[config.mk]
export PLATFORM = sky130hd
export DESIGN_NAME = ps_bus_top
export DESIGN_NICKNAME = d
export VERILOG_FILES = /design/src/design/axi_bus_pkg.sv /design/src/design/sys_bus_pkg.sv /design/src/design/sys_bus_if.sv /design/src/design/axi4_slave.sv /design/src/design/sys_bus_interconnect.sv /design/src/design/housekeeping_regs.sv /design/src/design/buffer_ram.sv /design/src/design/ps_bus_top.sv
export SDC_FILE = /design/constraint.sdc
export NUM_CORES = 2
export LEC_CHECK = 0
export BUFFER_PORTS_ARGS = -buffer_cell sky130_fd_sc_hd__buf_2
export CAP_MARGIN = 20
export CORE_UTILIZATION = 52
export DETAILED_ROUTE_END_ITERATION = 8
export GPL_TIMING_DRIVEN = 0
export PLACE_DENSITY_LB_ADDON = 0.05
export SYNTH_ARGS = -nofsm -noshare
export SYNTH_HDL_FRONTEND = slang
export SYNTH_SLANG_ARGS = --single-unit
[constraint.sdc]
create_clock -name clk_i -period 5.4 [get_ports clk_i]
set_input_delay 0.81 -clock clk_i [delete_from_list [all_inputs] [get_ports clk_i]]
set_output_delay 0.81 -clock clk_i [all_outputs]
set_load 0.1 [all_outputs]
[src/design/axi_bus_pkg.sv]
//////////////////////////////////////////////////
// AXI3 general-purpose port definitions
// Widths, default ID width and response codes
// shared by the bridge and the top level
//////////////////////////////////////////////////

`default_nettype none

package axi_bus_pkg;

  // Data and address widths of the GP port
  localparam int AXI_DW = 32;
  localparam int AXI_AW = 32;

  // GP port ID width, overridable per instance
  localparam int AXI_IW_DEF = 12;

  // Only the codes this bridge can return
  typedef enum logic [1:0] {
    OKAY   = 2'b00,
    SLVERR = 2'b10
  } axi_resp_e;

endpackage

`default_nettype wire

[src/design/sys_bus_pkg.sv]
//////////////////////////////////////////////////
// System bus definitions
// Widths, address map regions and the address
// word as seen by the interconnect and the slaves
//////////////////////////////////////////////////

`default_nettype none

package sys_bus_pkg;

  localparam int SYS_DW = 32;
  localparam int SYS_AW = 32;
  // One select bit per byte lane
  localparam int SYS_SW = 4;

  // Address map, one region per peripheral
  typedef enum logic [3:0] {
    REG_HK  = 4'd0,
    REG_BUF = 4'd1
  } sys_region_e;

  // Region in bits 23:20, byte offset below it
  typedef struct packed {
    logic [7:0]  rsvd;
    sys_region_e region;
    logic [19:0] offset;
  } sys_addr_split_t;

  typedef union packed {
    logic [SYS_AW-1:0] flat;
    sys_addr_split_t   split;
  } sys_addr_u;

  // Board ID readable at housekeeping offset 0
  localparam logic [SYS_DW-1:0] HK_ID = 32'h5053_0001;

endpackage

`default_nettype wire

[src/design/sys_bus_if.sv]
//////////////////////////////////////////////////
// System bus between the bridge, the interconnect
// and the peripherals. One strobe per access,
// answered one cycle later by ack or err
//////////////////////////////////////////////////

`timescale 1ns/1ps
`default_nettype none

interface sys_bus_if (
  input logic clk,
  input logic rst
);
  import sys_bus_pkg::*;

  sys_addr_u         addr;
  logic [SYS_DW-1:0] wdata;
  logic [SYS_SW-1:0] sel;
  logic              wen;
  logic              ren;
  logic [SYS_DW-1:0] rdata;
  logic              ack;
  logic              err;

  // Bus master side
  modport m (
    input  clk, rst,
    output addr, wdata, sel, wen, ren,
    input  rdata, ack, err
  );

  // Peripheral side
  modport s (
    input  clk, rst,
    input  addr, wdata, sel, wen, ren,
    output rdata, ack, err
  );

endinterface

`default_nettype wire

[src/design/axi4_slave.sv]
//////////////////////////////////////////////////
// AXI3 single-beat slave acting as system bus
// master. Each AXI transfer becomes one wen or ren
// strobe, the answer is returned on B or R
//////////////////////////////////////////////////

`timescale 1ns/1ps
`default_nettype none

module axi4_slave #(
  parameter int ID_W = axi_bus_pkg::AXI_IW_DEF
) (
  input  logic                            clk_i,
  input  logic                            rst_i,
  // Write address
  input  logic                            awvalid_i,
  output logic                            awready_o,
  input  logic [ID_W-1:0]                 awid_i,
  input  logic [axi_bus_pkg::AXI_AW-1:0]  awaddr_i,
  // Write data
  input  logic                            wvalid_i,
  output logic                            wready_o,
  input  logic [axi_bus_pkg::AXI_DW-1:0]  wdata_i,
  input  logic [axi_bus_pkg::AXI_DW/8-1:0] wstrb_i,
  // Write response
  output logic                            bvalid_o,
  input  logic                            bready_i,
  output logic [ID_W-1:0]                 bid_o,
  output axi_bus_pkg::axi_resp_e          bresp_o,
  // Read address
  input  logic                            arvalid_i,
  output logic                            arready_o,
  input  logic [ID_W-1:0]                 arid_i,
  input  logic [axi_bus_pkg::AXI_AW-1:0]  araddr_i,
  // Read data
  output logic                            rvalid_o,
  input  logic                            rready_i,
  output logic [ID_W-1:0]                 rid_o,
  output logic [axi_bus_pkg::AXI_DW-1:0]  rdata_o,
  output axi_bus_pkg::axi_resp_e          rresp_o,
  output logic                            rlast_o,
  // System bus
  sys_bus_if.m                            bus
);
  import axi_bus_pkg::*;

  typedef enum logic [1:0] {ST_INIT, ST_IDLE, ST_WAIT, ST_RESP} state_t;

  state_t              state;
  logic                aw_hold, w_hold, ar_hold;
  logic                aw_hs, w_hs, ar_hs;
  logic                issue_wr, issue_rd;
  logic                is_wr_q;
  logic [ID_W-1:0]     awid_q, arid_q, id_q;
  logic [AXI_AW-1:0]   awaddr_q, araddr_q;
  logic [AXI_DW-1:0]   wdata_q, rdata_q;
  logic [AXI_DW/8-1:0] wstrb_q;
  axi_resp_e           resp_q;

  //////////////////////////////////////////////////
  // AXI channel capture
  //////////////////////////////////////////////////

  // Accept beats only while idle and not already held
  assign awready_o = (state == ST_IDLE) && !aw_hold;
  assign wready_o  = (state == ST_IDLE) && !w_hold;
  assign arready_o = (state == ST_IDLE) && !ar_hold;

  assign aw_hs = awvalid_i && awready_o;
  assign w_hs  = wvalid_i && wready_o;
  assign ar_hs = arvalid_i && arready_o;

  // Write wins when both directions are pending
  assign issue_wr = (state == ST_IDLE) && aw_hold && w_hold;
  assign issue_rd = (state == ST_IDLE) && ar_hold && !(aw_hold && w_hold);

  //////////////////////////////////////////////////
  // Control FSM
  //////////////////////////////////////////////////

  always_ff @(posedge clk_i) begin
    if (rst_i) begin
      state    <= ST_INIT;
      aw_hold  <= 1'b0;
      w_hold   <= 1'b0;
      ar_hold  <= 1'b0;
      is_wr_q  <= 1'b0;
      bvalid_o <= 1'b0;
      rvalid_o <= 1'b0;
      bus.wen  <= 1'b0;
      bus.ren  <= 1'b0;
    end else begin
      bus.wen <= 1'b0;
      bus.ren <= 1'b0;

      if (issue_wr) begin
        aw_hold <= 1'b0;
        w_hold  <= 1'b0;
      end else begin
        if (aw_hs) aw_hold <= 1'b1;
        if (w_hs)  w_hold  <= 1'b1;
      end

      if (issue_rd) begin
        ar_hold <= 1'b0;
      end else if (ar_hs) begin
        ar_hold <= 1'b1;
      end

      case (state)
        ST_INIT: state <= ST_IDLE;
        ST_IDLE: begin
          if (issue_wr) begin
            bus.wen <= 1'b1;
            is_wr_q <= 1'b1;
            state   <= ST_WAIT;
          end else if (issue_rd) begin
            bus.ren <= 1'b1;
            is_wr_q <= 1'b0;
            state   <= ST_WAIT;
          end
        end
        ST_WAIT: begin
          // Peripheral or interconnect answers one cycle after the strobe
          if (bus.ack || bus.err) begin
            if (is_wr_q) bvalid_o <= 1'b1;
            else         rvalid_o <= 1'b1;
            state <= ST_RESP;
          end
        end
        ST_RESP: begin
          if ((bvalid_o && bready_i) || (rvalid_o && rready_i)) begin
            bvalid_o <= 1'b0;
            rvalid_o <= 1'b0;
            state    <= ST_IDLE;
          end
        end
        default: state <= ST_INIT;
      endcase
    end
  end

  //////////////////////////////////////////////////
  // Payload registers
  //////////////////////////////////////////////////

  always_ff @(posedge clk_i) begin
    if (aw_hs) begin
      awid_q   <= awid_i;
      awaddr_q <= awaddr_i;
    end
    if (w_hs) begin
      wdata_q <= wdata_i;
      wstrb_q <= wstrb_i;
    end
    if (ar_hs) begin
      arid_q   <= arid_i;
      araddr_q <= araddr_i;
    end

    if (issue_wr) begin
      bus.addr.flat <= awaddr_q;
      bus.wdata     <= wdata_q;
      bus.sel       <= wstrb_q;
      id_q          <= awid_q;
    end else if (issue_rd) begin
      bus.addr.flat <= araddr_q;
      bus.sel       <= '1;
      id_q          <= arid_q;
    end

    if ((state == ST_WAIT) && (bus.ack || bus.err)) begin
      resp_q  <= bus.err ? SLVERR : OKAY;
      rdata_q <= bus.rdata;
    end
  end

  assign bid_o   = id_q;
  assign bresp_o = resp_q;
  assign rid_o   = id_q;
  assign rresp_o = resp_q;
  assign rdata_o = rdata_q;
  // Single-beat bursts only
  assign rlast_o = 1'b1;

endmodule

`default_nettype wire

[src/design/sys_bus_interconnect.sv]
//////////////////////////////////////////////////
// Region decoder between the bridge and the
// peripherals. Strobes go to the addressed slave,
// unmapped regions are answered with err
//////////////////////////////////////////////////

`timescale 1ns/1ps
`default_nettype none

module sys_bus_interconnect (
  sys_bus_if.s bus_m,
  sys_bus_if.m bus_hk,
  sys_bus_if.m bus_buf
);
  import sys_bus_pkg::*;

  logic sel_hk;
  logic sel_buf;
  logic err_q;

  //////////////////////////////////////////////////
  // Request path, combinational
  //////////////////////////////////////////////////

  assign sel_hk  = (bus_m.addr.split.region == REG_HK);
  assign sel_buf = (bus_m.addr.split.region == REG_BUF);

  // Address and data fan out, only the strobes are gated
  assign bus_hk.addr  = bus_m.addr;
  assign bus_hk.wdata = bus_m.wdata;
  assign bus_hk.sel   = bus_m.sel;
  assign bus_hk.wen   = bus_m.wen && sel_hk;
  assign bus_hk.ren   = bus_m.ren && sel_hk;

  assign bus_buf.addr  = bus_m.addr;
  assign bus_buf.wdata = bus_m.wdata;
  assign bus_buf.sel   = bus_m.sel;
  assign bus_buf.wen   = bus_m.wen && sel_buf;
  assign bus_buf.ren   = bus_m.ren && sel_buf;

  //////////////////////////////////////////////////
  // Response path
  //////////////////////////////////////////////////

  // Unmapped access, answer with the same latency as a peripheral
  always_ff @(posedge bus_m.clk) begin
    if (bus_m.rst) begin
      err_q <= 1'b0;
    end else begin
      err_q <= (bus_m.wen || bus_m.ren) && !(sel_hk || sel_buf);
    end
  end

  // Only the addressed slave acks, so its ack picks the data
  always_comb begin
    if (bus_hk.ack) begin
      bus_m.rdata = bus_hk.rdata;
    end else if (bus_buf.ack) begin
      bus_m.rdata = bus_buf.rdata;
    end else begin
      bus_m.rdata = '0;
    end
  end

  assign bus_m.ack = bus_hk.ack || bus_buf.ack;
  assign bus_m.err = err_q || bus_hk.err || bus_buf.err;

endmodule

`default_nettype wire

[src/design/housekeeping_regs.sv]
//////////////////////////////////////////////////
// Housekeeping registers: ID, LED, scratch and a
// free-running cycle counter on the system bus
//////////////////////////////////////////////////

`timescale 1ns/1ps
`default_nettype none

module housekeeping_regs (
  sys_bus_if.s       bus,
  output logic [7:0] led_o
);
  import sys_bus_pkg::*;

  // Byte offsets within the region
  localparam logic [19:0] OFF_ID   = 20'h0_0000;
  localparam logic [19:0] OFF_LED  = 20'h0_0004;
  localparam logic [19:0] OFF_SCR  = 20'h0_0008;
  localparam logic [19:0] OFF_CNT  = 20'h0_000C;

  logic [7:0]        led_q;
  logic [SYS_DW-1:0] scratch_q;
  logic [SYS_DW-1:0] counter_q;

  always_ff @(posedge bus.clk) begin
    if (bus.rst) begin
      led_q     <= '0;
      scratch_q <= '0;
      counter_q <= '0;
      bus.ack   <= 1'b0;
    end else begin
      counter_q <= counter_q + 1'b1;
      bus.ack   <= bus.wen || bus.ren;
      // Whole-word writes, sel is not used here
      if (bus.wen) begin
        case (bus.addr.split.offset)
          OFF_LED: led_q     <= bus.wdata[7:0];
          OFF_SCR: scratch_q <= bus.wdata;
          default: ;
        endcase
      end
    end
  end

  // Read data captured at the strobe
  always_ff @(posedge bus.clk) begin
    if (bus.ren) begin
      case (bus.addr.split.offset)
        OFF_ID:  bus.rdata <= HK_ID;
        OFF_LED: bus.rdata <= {{(SYS_DW-8){1'b0}}, led_q};
        OFF_SCR: bus.rdata <= scratch_q;
        OFF_CNT: bus.rdata <= counter_q;
        default: bus.rdata <= '0;
      endcase
    end
  end

  assign bus.err = 1'b0;
  assign led_o   = led_q;

endmodule

`default_nettype wire

[src/design/buffer_ram.sv]
//////////////////////////////////////////////////
// Word buffer RAM on the system bus
// Byte-lane writes, registered reads, the index
// wraps at the RAM depth
//////////////////////////////////////////////////

`timescale 1ns/1ps
`default_nettype none

module buffer_ram #(
  parameter int BUF_WORDS = 64
) (
  sys_bus_if.s bus
);
  import sys_bus_pkg::*;

  localparam int IDX_W = $clog2(BUF_WORDS);

  logic [SYS_DW-1:0] mem [BUF_WORDS];
  logic [IDX_W-1:0]  word_idx;

  // Word index from the byte offset
  assign word_idx = IDX_W'(bus.addr.split.offset[19:2] % BUF_WORDS);

  always_ff @(posedge bus.clk) begin
    if (bus.wen) begin
      for (int b = 0; b < SYS_SW; b++) begin
        if (bus.sel[b]) mem[word_idx][8*b +: 8] <= bus.wdata[8*b +: 8];
      end
    end
    if (bus.ren) begin
      bus.rdata <= mem[word_idx];
    end
  end

  always_ff @(posedge bus.clk) begin
    if (bus.rst) begin
      bus.ack <= 1'b0;
    end else begin
      bus.ack <= bus.wen || bus.ren;
    end
  end

  assign bus.err = 1'b0;

endmodule

`default_nettype wire

[src/design/ps_bus_top.sv]
//////////////////////////////////////////////////
// Processor-side bus top level. AXI3 GP port in,
// bridge to the system bus, region decode and the
// housekeeping and buffer peripherals behind it
//////////////////////////////////////////////////

`timescale 1ns/1ps
`default_nettype none

module ps_bus_top #(
  parameter int ID_W      = axi_bus_pkg::AXI_IW_DEF,
  parameter int BUF_WORDS = 64
) (
  input  logic                             clk_i,
  input  logic                             rst_i,
  // Write address
  input  logic                             awvalid_i,
  output logic                             awready_o,
  input  logic [ID_W-1:0]                  awid_i,
  input  logic [axi_bus_pkg::AXI_AW-1:0]   awaddr_i,
  // Write data
  input  logic                             wvalid_i,
  output logic                             wready_o,
  input  logic [axi_bus_pkg::AXI_DW-1:0]   wdata_i,
  input  logic [axi_bus_pkg::AXI_DW/8-1:0] wstrb_i,
  // Write response
  output logic                             bvalid_o,
  input  logic                             bready_i,
  output logic [ID_W-1:0]                  bid_o,
  output axi_bus_pkg::axi_resp_e           bresp_o,
  // Read address
  input  logic                             arvalid_i,
  output logic                             arready_o,
  input  logic [ID_W-1:0]                  arid_i,
  input  logic [axi_bus_pkg::AXI_AW-1:0]   araddr_i,
  // Read data
  output logic                             rvalid_o,
  input  logic                             rready_i,
  output logic [ID_W-1:0]                  rid_o,
  output logic [axi_bus_pkg::AXI_DW-1:0]   rdata_o,
  output axi_bus_pkg::axi_resp_e           rresp_o,
  output logic                             rlast_o,
  // Board LEDs
  output logic [7:0]                       led_o
);

  //////////////////////////////////////////////////
  // System bus segments
  //////////////////////////////////////////////////

  sys_bus_if bus_m   (.clk (clk_i), .rst (rst_i));
  sys_bus_if bus_hk  (.clk (clk_i), .rst (rst_i));
  sys_bus_if bus_buf (.clk (clk_i), .rst (rst_i));

  // AXI to system bus bridge
  axi4_slave #(
    .ID_W (ID_W)
  ) u_axi_slave (
    .clk_i     (clk_i),
    .rst_i     (rst_i),
    .awvalid_i (awvalid_i),
    .awready_o (awready_o),
    .awid_i    (awid_i),
    .awaddr_i  (awaddr_i),
    .wvalid_i  (wvalid_i),
    .wready_o  (wready_o),
    .wdata_i   (wdata_i),
    .wstrb_i   (wstrb_i),
    .bvalid_o  (bvalid_o),
    .bready_i  (bready_i),
    .bid_o     (bid_o),
    .bresp_o   (bresp_o),
    .arvalid_i (arvalid_i),
    .arready_o (arready_o),
    .arid_i    (arid_i),
    .araddr_i  (araddr_i),
    .rvalid_o  (rvalid_o),
    .rready_i  (rready_i),
    .rid_o     (rid_o),
    .rdata_o   (rdata_o),
    .rresp_o   (rresp_o),
    .rlast_o   (rlast_o),
    .bus       (bus_m)
  );

  sys_bus_interconnect u_interconnect (
    .bus_m   (bus_m),
    .bus_hk  (bus_hk),
    .bus_buf (bus_buf)
  );

  //////////////////////////////////////////////////
  // Peripherals
  //////////////////////////////////////////////////

  housekeeping_regs u_hk (
    .bus   (bus_hk),
    .led_o (led_o)
  );

  buffer_ram #(
    .BUF_WORDS (BUF_WORDS)
  ) u_buf (
    .bus (bus_buf)
  );

endmodule

`default_nettype wire

==> impl_results.md <==
- Detail-routed net length per standard cell: 41.0 µm
- Kind of end point of the critical path: flip-flop
- Share of post-route cells with drive strength above 1: 27.0%
- Area share of the largest cell type after synthesis: 75.7%
- Sequential share of power: 51.9%
- Die X-Extent: 423 µm
- Overall global routing resource usage: 34.8%
- Via/cell ratio: 6.58
- Kind of critical path: flip-flop to flip-flop
- Power density cells: 370 nW/µm²
- Top cell type by total area after synthesis: edfxtp_1
- Endpoints failing setup: 272
- Overall die area: 179000 µm²
- Failing checks: setup timing
- Clock-pin slew on the worst setup and hold paths: 0.06 ns
- Area growth from synthesis to layout: 16.0%
- TritonCTS Sinks: 2410
- Via count of the first global-routing pass: 47079
- Max H-tree Level: 4
- Final Total Pwr: 0.0396 W
- Post-route insts no fill: 7552
- Number of enable-type register cells in the synthesized netlist: 2325
- Final #Nets: 5135
- Clock latency at the later pin of the worst-skew pair: 0.89 ns
- Largest net degree at the start of global routing: 38
- Unrepaired setup endpoints after global routing: false
- Top_reg_cell synth: edfxtp_1
- Required time at the endpoint of the critical path: 5.89 ns
- Worst-path cell chain: buf_4, buf_4, buf_4, buf_2, buf_2, nand2_1, nor2_2, nand2_1, nor2_1
- Commonest non-fill, non-tap cell in the layout: edfxtp_1
- Post-route fraction of the period consumed by the critical path: 105%
- Delay of the slowest critical-path stage: 0.86 ns
- Cell at the root of the clock tree: clkbuf_16
- Post-synth design cell area: 92200 µm²
- Total I/O pin count: 205
- Number of antenna violations at the first check in global routing: 34
- Half-perimeter wire length of the detailed placement result: 223000 µm
- Min-delay worst type: primary input to flip-flop
- Die Span Y: 423 µm
- Leakage power total: 34.3 nW
- Share of power burned in the clock network: 40.7%
- Worst max-slew margin expressed relative to the limit: 9.67%
- Number of post-CTS setup repair buffers: 0
- Flop and latch count out of synthesis: 2410
- Count of pins over their slew limit: 0
- Most used cells in the layout excluding fill and tap cells: edfxtp_1, mux4_2, nor2_1
- Vias after detailed routing: 49712
- Post-detailed-route DRC marker count: 0
- Final worst setup slack: -0.246 ns
- Critical path's most frequent cell: buf_4
- Net switching power: 0.00914 W
- Number of violations reported at the end of detailed-routing iteration 0: 7770
- Count of hold buffers inserted by post-cts repair: 0
- Nature of the critical path startpoint: flip-flop
- TritonCTS clock tree: yes
- Hold violation count in the final report: 0
- Post-synth cell types: 57
- Std-Cell Core Area: 176000 µm²
- Largest cells by area after synthesis: edfxtp_1, mux4_2, mux2i_1
- Library cell contributing the largest single delay on the critical path: nor2_1
- IO buf count: 185
- Number of filler instances in the final layout: 12615
- Iteration count of the initial detailed-routing pass: 8
- Worst Tran Pin Value: 1.35 ns
- Weighted congestion reported at the end of routability-driven placement: 0.987
- Endpoint arrival time on the critical path: 6.14 ns
- Minimum period implied by the final worst setup slack: 5.65 ns
- Worst-case clock skew: 0.0335 ns
- Yosys warnings: 0
- Cells after synthesis: 4409
- Residual overflow from global routing: 0
- Sw Ratio: 23.1%
- Share of total power in combinational logic: 7.4%
- Max Fclk: 177 MHz
- Total of max-cap violations: 0
- Total length of routed wires: 310000 µm
- Buffer levels on the longest clock path: 3
- Number of nets with antenna violations after detailed routing: 0
- Placed cell count: 7087
- Sequential cell area fraction in the yosys report: 77.5%
- Average footprint of a synthesized cell: 20.9 µm²
- Global-route wire length before repair: 410000 µm
- Largest fanout on the critical path: 10
- Cell internal power dissipation: 0.0304 W
- Maximum vdd ir drop: 0.311 mV
- Outcome: finished with violations
- Asr flop ratio synth: 0%
- Effective utilization at floorplan: 52.4%
- # rows: 154
- Inserted Clock Buffers: 238
==> path summary, 6_finish.rpt <==
kind / slack [ns] / start / end / depth (start not counted)
worst max register to register: -0.25 / u_axi_slave.bus.addr[3] / u_buf.mem[55][20] / 9
worst min-delay path: 0.10 / awaddr_i[16] / u_axi_slave.awaddr_q[16] / 1
worst min register to register: 0.42 / u_axi_slave.wdata_q[12] / u_axi_slave.bus.wdata[12] / 0
worst max-delay path: -0.25 / u_axi_slave.bus.addr[3] / u_buf.mem[55][20] / 9
==> power by group through the flow <==
| stage | sequential (W) | clock, W | combinational, W |
|---|---|---|---|
| 4_1_cts | 0.0206 | 0.0162 | 0.00283 |
| 6_report | 0.0206 | 0.0161 | 0.00292 |
| 2_1_floorplan | 0.0210 | 0 | 0.00138 |
| 5_1_grt | 0.0206 | 0.0168 | 0.00294 |
| 3_5_place_dp | 0.0210 | 0 | 0.00282 |
| 3_3_place_gp | 0.0210 | 0 | 0.00263 |
==> cells by family after synthesis <==
kind of cell / share of synthesized area (%)
XOR/XNOR: 0.209
multiplexers: 15.9
other: 0.00814
flip-flops: 77.5
adder cells (fa/ha/maj): 0.0543
AO/OA/AOI/OAI: 1.61
AND/OR/NAND/NOR: 3.30
buffers and inverters: 1.38
==> cell usage after synthesis (10+ instances only) <==
cell type	n
mux2_2	20
a22o_1	50
nor2b_1	14
a21oi_1	19
dfxtp_1	85
mux4_2	550
nand3_1	18
o22ai_1	76
o21ai_0	13
nor2_1	383
nor3_1	14
mux2i_1	205
and2_1	11
edfxtp_1	2325
clkbuf_1	103
buf_4	44
buf_2	58
inv_1	15
xnor2_1	17
nand2b_1	10
or4_1	14
buf_1	35
a22oi_1	26
nand2_1	217
==> critical path, delay by kind of cell (launching register included) <==
family        cells  cell delay (ns)
buf+inv           5             2.31
simple gates      4             2.54
flops             1             0.32
==> metal layers <==
metal / wire length (µm) / track usage (%) / share of wire (%)
met5: 413 / 0 / 0.13
met4: 14500 / 14.6 / 4.7
met3: 40800 / 11.9 / 13
met2: 138000 / 50.8 / 45
met1: 116000 / 48.2 / 37
==> area by class of cell <==
| class | count | area, µm² | share of cell area, % |
|---|---|---|---|
| clock inverter | 133 | 1110 | 1.04 |
| inverter | 18 | 67.6 | 0.0631 |
| sequential | 2410 | 71500 | 66.8 |
| tap | 2340 | 2930 | 2.74 |
| timing repair buffer | 350 | 4260 | 3.98 |
| buffer | 246 | 1250 | 1.16 |
| multi-input combinational | 1736 | 19500 | 18.2 |
| clock buffer | 305 | 6330 | 5.92 |
| antenna | 14 | 35.0 | 0.0327 |
==> registers in the layout (all words and copies together) (netlist names), 8 cells and up <==
name	cells
u_hk.counter_q	32
u_axi_slave.awaddr_q	24
u_buf.bus.rdata	32
u_axi_slave.rdata_o	32
u_hk.led_o	8
u_buf.mem	2048
u_axi_slave.bid_o	12
u_hk.scratch_q	32
u_axi_slave.arid_q	12
u_axi_slave.bus.addr	24
u_axi_slave.wdata_q	32
u_axi_slave.bus.wdata	32
u_axi_slave.araddr_q	24
u_hk.bus.rdata	32
u_axi_slave.awid_q	12
==> through the flow <==
| stage | setup TNS [ns] | hold slack, ns | worst slack (ns) | util [%] | instance area [µm²] |
|---|---|---|---|---|---|
| 2_1_floorplan | 0 | 0.400 | 1.88 | - | 92200 |
| 3_3_place_gp | -91.57 | 0.402 | -0.380 | 54.6 | 96100 |
| 3_5_place_dp | -87.97 | 0.405 | -0.374 | 56.4 | 99400 |
| 4_1_cts | -61.63 | 0.0425 | -0.311 | 60.7 | 107000 |
| 5_1_grt | 0 | 0.0677 | 0.00442 | 60.8 | 107000 |
| 6_report | -29.59 | 0.100 | -0.246 | 60.8 | 107000 |
==> repair_timing <==
item | 4_1_cts | 5_1_grt
gates resized for setup | 15 | 2
setup endpoints to repair | 442 | 461
gates cloned | 0 | 0
(Power assumes the default switching activity.)
